===== src/include/controller_settings.svh =====
`ifndef CONTROLLER_SETTINGS_SVH
`define CONTROLLER_SETTINGS_SVH

// Threshold DAC width on the chip
`define DAC_W 10

// Word width toward the USB FIFO
`define DATA_W 16

// External ADC sample width
`define ADC_W 12

// Marks a sweep header word, sits above the DAC value
`define HEADER_TAG 6'b101010

`endif


===== src/hdl/controllerPkg.sv =====
`default_nettype none

package controllerPkg;

    // Operating modes, code 3 decodes as normal acquisition
    typedef enum logic [1:0] {
        MODE_ACQ   = 2'd0,
        MODE_SWEEP = 2'd1,
        MODE_ADC   = 2'd2
    } ctrlMode_t;

    typedef enum logic [2:0] {
        SW_IDLE    = 3'd0,
        SW_LOAD    = 3'd1,
        SW_WAITCFG = 3'd2,
        SW_HEADER  = 3'd3,
        SW_ACQ     = 3'd4,
        SW_NEXT    = 3'd5,
        SW_DONE    = 3'd6
    } sweepState_t;

    typedef enum logic [1:0] {
        AD_IDLE     = 2'd0,
        AD_WAITHOLD = 2'd1,
        AD_DELAY    = 2'd2,
        AD_SAMPLE   = 2'd3
    } adcState_t;

endpackage

`default_nettype wire


===== src/hdl/engineIf.sv =====
`timescale 1ns/10ps
`default_nettype none
`include "controller_settings.svh"

// One test engine toward the mode switcher
interface engineIf;
    logic               start;
    logic [`DATA_W-1:0] data;
    logic               dataEn;
    logic               done;

    modport engine (input start, output data, output dataEn, output done);

    modport switch (output start, input data, input dataEn, input done);

endinterface

`default_nettype wire


===== src/hdl/modeSwitcher.sv =====
`timescale 1ns/10ps
`default_nettype none
`include "controller_settings.svh"

module modeSwitcher (
    input  wire                Clk,
    input  wire                rst,
    input  wire  [1:0]         modeSelect,
    input  wire                startStop,
    input  wire  [`DAC_W-1:0]  usbDac,
    input  wire                usbScLoad,
    input  wire  [`DATA_W-1:0] acqData,
    input  wire                acqDataEn,
    input  wire  [`DAC_W-1:0]  sweepDac,
    input  wire                sweepScLoad,
    input  wire                sweepAcqStartStop,
    engineIf.switch            sweepLink,
    engineIf.switch            adcLink,
    output logic [`DAC_W-1:0]  outDac,
    output logic               outScLoad,
    output logic               acqStartStop,
    output logic [`DATA_W-1:0] fifoData,
    output logic               fifoDataEn,
    output logic               testDone
);
    import controllerPkg::*;

    ctrlMode_t          modeReg;
    ctrlMode_t          reqMode;
    ctrlMode_t          curMode;
    logic               startStopQ;
    logic               runRise;
    logic               selStart;
    logic [`DATA_W-1:0] srcData;
    logic               srcDataEn;
    logic               srcDone;

    ////////////////////////////////////////////////////////////////////////////
    // Mode capture
    ////////////////////////////////////////////////////////////////////////////

    always_comb begin
        case (modeSelect)
            MODE_SWEEP: reqMode = MODE_SWEEP;
            MODE_ADC:   reqMode = MODE_ADC;
            default:    reqMode = MODE_ACQ;
        endcase
    end

    assign runRise = startStop & ~startStopQ;
    // Requested mode takes effect in the same cycle as the start edge
    assign curMode = runRise ? reqMode : modeReg;

    always_ff @(posedge Clk) begin
        if (rst) begin
            startStopQ <= 1'b0;
            modeReg    <= MODE_ACQ;
        end else begin
            startStopQ <= startStop;
            if (!startStop) begin
                modeReg <= MODE_ACQ;
            end else begin
                modeReg <= curMode;
            end
        end
    end

    // Only the selected engine sees the run level
    assign sweepLink.start = startStop & (curMode == MODE_SWEEP);
    assign adcLink.start   = startStop & (curMode == MODE_ADC);
    assign selStart = (curMode == MODE_SWEEP) ? sweepLink.start : adcLink.start;

    ////////////////////////////////////////////////////////////////////////////
    // Chip control and data muxes
    ////////////////////////////////////////////////////////////////////////////

    always_comb begin
        if (curMode == MODE_SWEEP) begin
            outDac       = sweepDac;
            outScLoad    = sweepScLoad;
            acqStartStop = sweepAcqStartStop;
        end else begin
            outDac       = usbDac;
            outScLoad    = usbScLoad;
            acqStartStop = startStop;
        end
    end

    always_comb begin
        case (curMode)
            MODE_SWEEP: begin
                srcData   = sweepLink.data;
                srcDataEn = sweepLink.dataEn;
                srcDone   = sweepLink.done;
            end
            MODE_ADC: begin
                srcData   = adcLink.data;
                srcDataEn = adcLink.dataEn;
                srcDone   = adcLink.done;
            end
            default: begin
                srcData   = acqData;
                srcDataEn = acqDataEn;
                srcDone   = 1'b0;
            end
        endcase
    end

    // Word payload
    always_ff @(posedge Clk) begin
        fifoData <= srcData;
    end

    always_ff @(posedge Clk) begin
        if (rst) begin
            fifoDataEn <= 1'b0;
            testDone   <= 1'b0;
        end else begin
            fifoDataEn <= srcDataEn;
            testDone   <= srcDone;
        end
    end

    // An engine only writes the FIFO while it is running
    assert property (@(posedge Clk) disable iff (rst)
        ($rose(fifoDataEn) && ($past(curMode) != MODE_ACQ)) |-> $past(selStart))
        else $error("FIFO write from an engine that was not started");

endmodule

`default_nettype wire


===== src/hdl/sweepAcq.sv =====
`timescale 1ns/10ps
`default_nettype none
`include "controller_settings.svh"

module sweepAcq (
    input  wire                Clk,
    input  wire                rst,
    engineIf.engine            link,
    input  wire  [`DAC_W-1:0]  startDac,
    input  wire  [`DAC_W-1:0]  endDac,
    input  wire  [15:0]        maxPackageNumber,
    input  wire                configDone,
    input  wire  [`DATA_W-1:0] acqData,
    input  wire                acqDataEn,
    input  wire                usbFifoFull,
    output logic [`DAC_W-1:0]  dac,
    output logic               scLoad,
    output logic               acqStartStop
);
    import controllerPkg::*;

    sweepState_t        state;
    logic               startQ;
    logic [`DAC_W-1:0]  lastDac;
    logic [15:0]        pkgCount;
    logic [`DATA_W-1:0] dataQ;
    logic               dataEnQ;
    logic               done;

    // A reversed range collapses to one step
    assign lastDac = (endDac < startDac) ? startDac : endDac;

    ////////////////////////////////////////////////////////////////////////////
    // Sweep sequencer
    ////////////////////////////////////////////////////////////////////////////

    always_ff @(posedge Clk) begin
        if (rst) begin
            state    <= SW_IDLE;
            startQ   <= 1'b0;
            dac      <= '0;
            scLoad   <= 1'b0;
            pkgCount <= '0;
            dataEnQ  <= 1'b0;
            done     <= 1'b0;
        end else begin
            startQ  <= link.start;
            scLoad  <= 1'b0;
            dataEnQ <= 1'b0;
            done    <= 1'b0;
            if (!link.start) begin
                // Abort, no done
                state <= SW_IDLE;
            end else begin
                case (state)
                    SW_IDLE: begin
                        if (!startQ) begin
                            dac   <= startDac;
                            state <= SW_LOAD;
                        end
                    end
                    SW_LOAD: begin
                        scLoad <= 1'b1;
                        state  <= SW_WAITCFG;
                    end
                    SW_WAITCFG: begin
                        if (configDone) begin
                            state <= SW_HEADER;
                        end
                    end
                    SW_HEADER: begin
                        dataEnQ  <= 1'b1;
                        pkgCount <= '0;
                        state    <= (maxPackageNumber == 16'd0) ? SW_NEXT : SW_ACQ;
                    end
                    SW_ACQ: begin
                        if (acqDataEn) begin
                            dataEnQ  <= 1'b1;
                            pkgCount <= pkgCount + 16'd1;
                            if (pkgCount + 16'd1 == maxPackageNumber) begin
                                state <= SW_NEXT;
                            end
                        end
                    end
                    SW_NEXT: begin
                        if (dac == lastDac) begin
                            done  <= 1'b1;
                            state <= SW_DONE;
                        end else begin
                            dac   <= dac + 1'b1;
                            state <= SW_LOAD;
                        end
                    end
                    // Start is still high here, so idle does not rearm
                    SW_DONE: state <= SW_IDLE;
                    default: state <= SW_IDLE;
                endcase
            end
        end
    end

    // Header word or the chip word of the previous cycle
    always_ff @(posedge Clk) begin
        if (state == SW_HEADER) begin
            dataQ <= {`HEADER_TAG, dac};
        end else if (acqDataEn) begin
            dataQ <= acqData;
        end
    end

    // Chip is paused while the USB FIFO is full
    assign acqStartStop = (state == SW_ACQ) & ~usbFifoFull;

    assign link.data   = dataQ;
    assign link.dataEn = dataEnQ;
    assign link.done   = done;

    assert property (@(posedge Clk) disable iff (rst) scLoad |=> !scLoad)
        else $error("Slow control load held for two cycles");

    assert property (@(posedge Clk) disable iff (rst)
        (state != SW_IDLE) |-> ((dac >= startDac) && (dac <= lastDac)))
        else $error("Sweep DAC outside its range");

endmodule

`default_nettype wire


===== src/hdl/adcControl.sv =====
`timescale 1ns/10ps
`default_nettype none
`include "controller_settings.svh"

module adcControl (
    input  wire               Clk,
    input  wire               rst,
    engineIf.engine           link,
    input  wire               hold,
    input  wire  [3:0]        adcStartDelay,
    input  wire  [7:0]        adcDataNumber,
    input  wire  [`ADC_W-1:0] adcData,
    input  wire               adcOtr,
    output logic              adcClk
);
    import controllerPkg::*;

    adcState_t          state;
    logic               holdQ;
    logic               holdRise;
    logic [3:0]         delayCnt;
    logic [7:0]         sampleCnt;
    logic [`DATA_W-1:0] dataQ;
    logic               dataEnQ;
    logic               lastWord;
    logic               done;

    assign holdRise = hold & ~holdQ;

    always_ff @(posedge Clk) begin
        if (rst) begin
            state     <= AD_IDLE;
            holdQ     <= 1'b0;
            delayCnt  <= '0;
            sampleCnt <= '0;
            adcClk    <= 1'b0;
            dataEnQ   <= 1'b0;
            lastWord  <= 1'b0;
            done      <= 1'b0;
        end else begin
            holdQ    <= hold;
            dataEnQ  <= 1'b0;
            lastWord <= 1'b0;
            // Done trails the last word by one cycle
            done     <= lastWord & link.start;
            if (!link.start) begin
                state  <= AD_IDLE;
                adcClk <= 1'b0;
            end else begin
                case (state)
                    AD_IDLE: state <= AD_WAITHOLD;
                    AD_WAITHOLD: begin
                        if (holdRise) begin
                            sampleCnt <= '0;
                            if (adcStartDelay == 4'd0) begin
                                state <= AD_SAMPLE;
                            end else begin
                                delayCnt <= adcStartDelay - 4'd1;
                                state    <= AD_DELAY;
                            end
                        end
                    end
                    AD_DELAY: begin
                        if (delayCnt == 4'd0) begin
                            state <= AD_SAMPLE;
                        end else begin
                            delayCnt <= delayCnt - 4'd1;
                        end
                    end
                    AD_SAMPLE: begin
                        if (adcDataNumber == 8'd0) begin
                            lastWord <= 1'b1;
                            state    <= AD_WAITHOLD;
                        end else if (!adcClk) begin
                            adcClk <= 1'b1;
                        end else begin
                            // Sample taken at the end of the high phase
                            adcClk    <= 1'b0;
                            dataEnQ   <= 1'b1;
                            sampleCnt <= sampleCnt + 8'd1;
                            if (sampleCnt + 8'd1 == adcDataNumber) begin
                                lastWord <= 1'b1;
                                state    <= AD_WAITHOLD;
                            end
                        end
                    end
                    default: state <= AD_IDLE;
                endcase
            end
        end
    end

    // Out of range flag on top then three zero bits
    always_ff @(posedge Clk) begin
        if ((state == AD_SAMPLE) && adcClk) begin
            dataQ <= {adcOtr, 3'b000, adcData};
        end
    end

    assign link.data   = dataQ;
    assign link.dataEn = dataEnQ;
    assign link.done   = done;

    assert property (@(posedge Clk) disable iff (rst) (state != AD_SAMPLE) |-> !adcClk)
        else $error("ADC clock running outside a burst");

endmodule

`default_nettype wire


===== src/hdl/controllerTop.sv =====
`timescale 1ns/10ps
`default_nettype none
`include "controller_settings.svh"

module controllerTop (
    input  wire                Clk,
    input  wire                rst,
    input  wire  [1:0]         modeSelect,
    input  wire                startStop,
    input  wire  [`DAC_W-1:0]  usbDac,
    input  wire                usbScLoad,
    input  wire                configDone,
    input  wire  [`DATA_W-1:0] acqData,
    input  wire                acqDataEn,
    input  wire                usbFifoFull,
    input  wire  [`DAC_W-1:0]  startDac,
    input  wire  [`DAC_W-1:0]  endDac,
    input  wire  [15:0]        maxPackageNumber,
    input  wire                hold,
    input  wire  [3:0]         adcStartDelay,
    input  wire  [7:0]         adcDataNumber,
    input  wire  [`ADC_W-1:0]  adcData,
    input  wire                adcOtr,
    output logic [`DAC_W-1:0]  outDac,
    output logic               outScLoad,
    output logic               acqStartStop,
    output logic               adcClk,
    output logic [`DATA_W-1:0] fifoData,
    output logic               fifoDataEn,
    output logic               testDone
);
    logic [`DAC_W-1:0] sweepDac;
    logic              sweepScLoad;
    logic              sweepAcqStartStop;

    engineIf sweepLink ();
    engineIf adcLink ();

    modeSwitcher u_switcher (
        .Clk               (Clk),
        .rst               (rst),
        .modeSelect        (modeSelect),
        .startStop         (startStop),
        .usbDac            (usbDac),
        .usbScLoad         (usbScLoad),
        .acqData           (acqData),
        .acqDataEn         (acqDataEn),
        .sweepDac          (sweepDac),
        .sweepScLoad       (sweepScLoad),
        .sweepAcqStartStop (sweepAcqStartStop),
        .sweepLink         (sweepLink.switch),
        .adcLink           (adcLink.switch),
        .outDac            (outDac),
        .outScLoad         (outScLoad),
        .acqStartStop      (acqStartStop),
        .fifoData          (fifoData),
        .fifoDataEn        (fifoDataEn),
        .testDone          (testDone)
    );

    // DAC sweep engine
    sweepAcq u_sweep (
        .Clk              (Clk),
        .rst              (rst),
        .link             (sweepLink.engine),
        .startDac         (startDac),
        .endDac           (endDac),
        .maxPackageNumber (maxPackageNumber),
        .configDone       (configDone),
        .acqData          (acqData),
        .acqDataEn        (acqDataEn),
        .usbFifoFull      (usbFifoFull),
        .dac              (sweepDac),
        .scLoad           (sweepScLoad),
        .acqStartStop     (sweepAcqStartStop)
    );

    // External ADC readout
    adcControl u_adc (
        .Clk           (Clk),
        .rst           (rst),
        .link          (adcLink.engine),
        .hold          (hold),
        .adcStartDelay (adcStartDelay),
        .adcDataNumber (adcDataNumber),
        .adcData       (adcData),
        .adcOtr        (adcOtr),
        .adcClk        (adcClk)
    );

endmodule

`default_nettype wire


===== config.mk =====
export PLATFORM = sky130hd
export DESIGN_NAME = controllerTop
export DESIGN_NICKNAME = d
export VERILOG_FILES = /design/src/hdl/controllerPkg.sv /design/src/hdl/engineIf.sv /design/src/hdl/modeSwitcher.sv /design/src/hdl/sweepAcq.sv /design/src/hdl/adcControl.sv /design/src/hdl/controllerTop.sv
export VERILOG_INCLUDE_DIRS = /design/src /design/src/include
export SDC_FILE = /design/constraint.sdc
export NUM_CORES = 1
export LEC_CHECK = 0
export ABC_CLOCK_PERIOD_IN_PS = 2900
export BUFFER_PORTS_ARGS = -buffer_cell sky130_fd_sc_hd__clkbuf_2
export CAP_MARGIN = 10
export CORE_MARGIN = 4
export CORE_UTILIZATION = 45
export CTS_CLUSTER_SIZE = 20
export DETAILED_ROUTE_END_ITERATION = 10
export PLACE_DENSITY = 0.69
export SYNTH_ARGS = -nofsm -noshare
export SYNTH_HDL_FRONTEND = slang
export SYNTH_SLANG_ARGS = --single-unit

===== constraint.sdc =====
create_clock -name Clk -period 2.9 [get_ports Clk]
set_input_delay 0.435 -clock Clk [delete_from_list [all_inputs] [get_ports Clk]]
set_output_delay 0.435 -clock Clk [all_outputs]
set_load 0.01 [all_outputs]

==> Implementation_results.wiki <==
{| class="wikitable"
! Metric !! Value
|-
| Outcome || finished, final reports clean
|-
| Root buffer cell || sky130_fd_sc_hd__clkbuf_16
|-
| Number of synthesis warnings || 0
|-
| Die Area || 0.0149 mm^2
|-
| Wirelength per Cell || 16.0 um
|-
| Post-route non-filler standard cell count || 990
|-
| Sequential Area || 0.00227 mm^2
|-
| Clock transition at the register clock pins on the worst setup and hold paths after CTS || 0.08 ns
|-
| Vias/cell || 5.54
|-
| Number of distinct library cells after synthesis || 64
|-
| Core area || 0.0127 mm^2
|-
| Antenna Nets Post-Route || 0
|-
| Worst max-slew margin expressed relative to the limit || 53.4%
|-
| Resized cells post-CTS || 0
|-
| Main synth FF type || sky130_fd_sc_hd__dfxtp_1
|-
| Hold-fix buffer count after cts || 0
|-
| Number of violations of the max-capacitance limit || 0
|-
| Startpoint type of the worst setup path || register
|-
| Post-synthesis cell count || 701
|-
| Async S/R FF share, synth || 0%
|-
| Instance count after placement with tap cells included || 974
|-
| Die height || 122 um
|-
| Top Ports || 128
|-
| Largest fanout on the critical path || 32
|-
| Residual DRC || 0
|-
| Number of nets produced by synthesis || 816
|-
| Routed wire length || 15800 um
|-
| Antenna violations before repair || 0
|-
| Number of flops mapped to enable cells by yosys || 23
|-
| Combined global-route utilization of all metal layers || a little over a fifth
|-
| Rows || ~40
|-
| Maximum achievable frequency || 377 MHz
|-
| Leakage power total || 2.91 nW
|-
| Filler instances || 1206
|-
| Sequential share of the synthesized area || 38.7%
|-
| Avg Cell Area, Syn || 8.37 um^2
|-
| Routability congestion estimate || ~0.94
|-
| Areal power density over the cells || 447 mW/mm^2
|-
| Count of state elements after synthesis || approximately 100
|-
| Global-route wire length before repair || 25700 um
|-
| Num CTS Buffers || 9
|-
| Combined area of the multi-input logic cells || roughly 0.0033 mm^2
|-
| Path type of the worst min-delay path || in -> reg
|-
| Remaining global-route overflow || 0
|-
| Share of the clock period used by the worst path || between 90% and 100%
|-
| Routed via count || 5489
|-
| Most common cell after layout, fill and taps aside || sky130_fd_sc_hd__clkbuf_2
|-
| Number of slew-limit violations in the final report || 0
|-
| Sinks on Clock Net || 102
|-
| IO Port Bufs || around 130
|-
| Worst VDD drop || 0.000262 V
|-
| Worst hold-check slack || approximately 0.25 ns
|-
| Netlist Area Pre-Place || 0.00586 mm^2
|-
| Clock network latency to the later pin of the worst-skew pair || between 0.3 and 0.4 ns
|-
| Ratio of cells with drive above 1 in the final layout || around a quarter
|-
| TritonCTS clock tree || yes
|-
| Sum Neg Setup Slack || 0 ns
|-
| Min cycle time layout || roughly 2.6 ns
|-
| Number of hold-slack violations in the final timing report || 0
|-
| Crit Path Class || reg -> out
|-
| Largest net degree at the start of global routing || 53
|-
| Die W || 122 um
|-
| Top library cells by usage in the layout, fill and taps aside || 127 x sky130_fd_sc_hd__clkbuf_2, 91 x sky130_fd_sc_hd__nand2_1, 79 x sky130_fd_sc_hd__dfxtp_1, 70 x sky130_fd_sc_hd__nor2_1, 47 x sky130_fd_sc_hd__a21oi_1
|-
| Max clock buf depth || 2
|-
| Violation count after the first detailed-routing iteration || 359
|-
| Slew at the pin closest to its max-slew limit || ~0.70 ns
|-
| Data arrival time of the critical path || roughly 2.2 ns
|-
| Number of antenna cells inserted || 0
|-
| Final #Nets || 928
|-
| Post-DP HPWL || ~12000 um
|-
| Via count of the first global-routing pass || 5331
|-
| Final setup fails || 0
|-
| Worst Skew || 0.00822 ns
|-
| H-tree depth || 3
|-
| DR pass1 iterations || 6
|-
| Setup fix buffers added after clock tree synthesis || 0
|-
| Effective utilization at floorplan || 46.3%
|-
| Req. time, crit path || 2.47 ns
|-
| Layout Area Growth over Synthesis || 18.6%
|-
| Unrepaired setup endpoints after global routing || false
|-
| Element type at the critical path end || output port
|}
==> cell type report <==
cell class / instances / share of cell area, %
clock inverter: 6 / 0.827
timing repair buffer: 141 / 10.7
sequential: 102 / 32.7
clock buffer: 10 / 3.44
multi-input combinational: 537 / 48.1
tap: 172 / 3.09
inverter: 22 / 1.19
==> routing by layer <==
layer,share of wire [%],vias up,global-route usage [%]
met5,0,-,0
met4,1.6,0,6.16
met1,45,2562,27.5
li1,-,2720,-
met3,6.1,27,4.32
met2,48,180,36.9
==> cells in the mapped netlist, types with 8 or more instances <==
cell type                  number  area share [%]
sky130_fd_sc_hd__ha_1          18             3.8
sky130_fd_sc_hd__xnor2_1       33             4.9
sky130_fd_sc_hd__dfxtp_1       79              27
sky130_fd_sc_hd__nor2b_1        8            0.85
sky130_fd_sc_hd__inv_1         21             1.3
sky130_fd_sc_hd__nand3_1       17             1.5
sky130_fd_sc_hd__mux2_2        12             2.3
sky130_fd_sc_hd__mux2i_1       10             1.7
sky130_fd_sc_hd__clkbuf_1      34             2.2
sky130_fd_sc_hd__or3_1          9            0.96
sky130_fd_sc_hd__or2_2         11             1.2
sky130_fd_sc_hd__xor2_1        22             3.3
sky130_fd_sc_hd__nand2_1       91             5.8
sky130_fd_sc_hd__a21oi_1       47             4.0
sky130_fd_sc_hd__a22oi_1       19             2.4
sky130_fd_sc_hd__and3_1        17             1.8
sky130_fd_sc_hd__nor2_1        70             4.5
sky130_fd_sc_hd__edfxtp_1      23              12
sky130_fd_sc_hd__nor3_1        10            0.85
sky130_fd_sc_hd__o21ai_0       43             3.7
sky130_fd_sc_hd__nor4_1        17             1.8
==> cells by family after synthesis <==
kind of cell	count (synthesis)	share of synthesized area [%]
compound gates	153	16.6
xor+xnor	55	8.21
fa+ha+maj	18	3.84
buf+inv	62	4.22
flops	102	38.7
mux	23	4.20
simple gates	288	24.2
==> critical path, stage by stage, from the launching register on <==
cell	delay (ns)
sky130_fd_sc_hd__dfxtp_1	0.30
sky130_fd_sc_hd__nand2b_1	0.17
sky130_fd_sc_hd__nor3b_1	0.19
sky130_fd_sc_hd__a21oi_1	0.09
sky130_fd_sc_hd__inv_1	0.07
sky130_fd_sc_hd__ha_1	0.20
sky130_fd_sc_hd__buf_6	0.30
sky130_fd_sc_hd__mux2_2	0.38
sky130_fd_sc_hd__clkbuf_2	0.13
==> state kept, by name, indices dropped and copies added (netlist names), 2 cells and up <==
register,count
u_sweep.link.data,16
u_sweep.pkgCount,16
u_switcher.fifoData,16
u_adc.link.data,13
u_sweep.dac,10
u_adc.sampleCnt,8
u_adc.delayCnt,4
u_sweep.state,3
u_adc.state,2
u_switcher.modeReg,2
==> worst paths after layout <==
kind,depth (start not counted),slack [ns],start,endpoint
worst max-delay path,8,0.25,u_switcher.startStopQ,outDac[4]
worst min-delay path,1,0.25,adcOtr,u_adc.link.data[15]
worst max register to register,13,0.35,u_switcher.startStopQ,u_sweep.state[0]
worst min register to register,1,0.45,u_adc.lastWord,u_adc.link.done
==> stage by stage <==
step | power, mW | util (%) | setup WS [ns] | instance area [um^2]
2_1_floorplan | 1.75 | - | 0.286 | 5860
5_1_grt | 3.25 | 54.9 | 0.0469 | 6960
4_1_cts | 3.15 | 54.9 | 0.133 | 6950
6_report | 3.11 | 54.9 | 0.250 | 6960
3_3_place_gp | 1.91 | 52.5 | 0.181 | 6660
3_5_place_dp | 1.93 | 52.5 | 0.128 | 6660
==> report_power, final <==
| part | leakage, nW | switching, mW | internal [mW] |
|---|---|---|---|
| Sequential | 0.860 | 0.0230 | 1.49 |
| Combinational | 1.90 | 0.208 | 0.170 |
| Clock | 0.148 | 0.588 | 0.629 |
| Total | 2.91 | 0.820 | 2.29 |
Note: power is estimated with default switching activity, not from simulation.
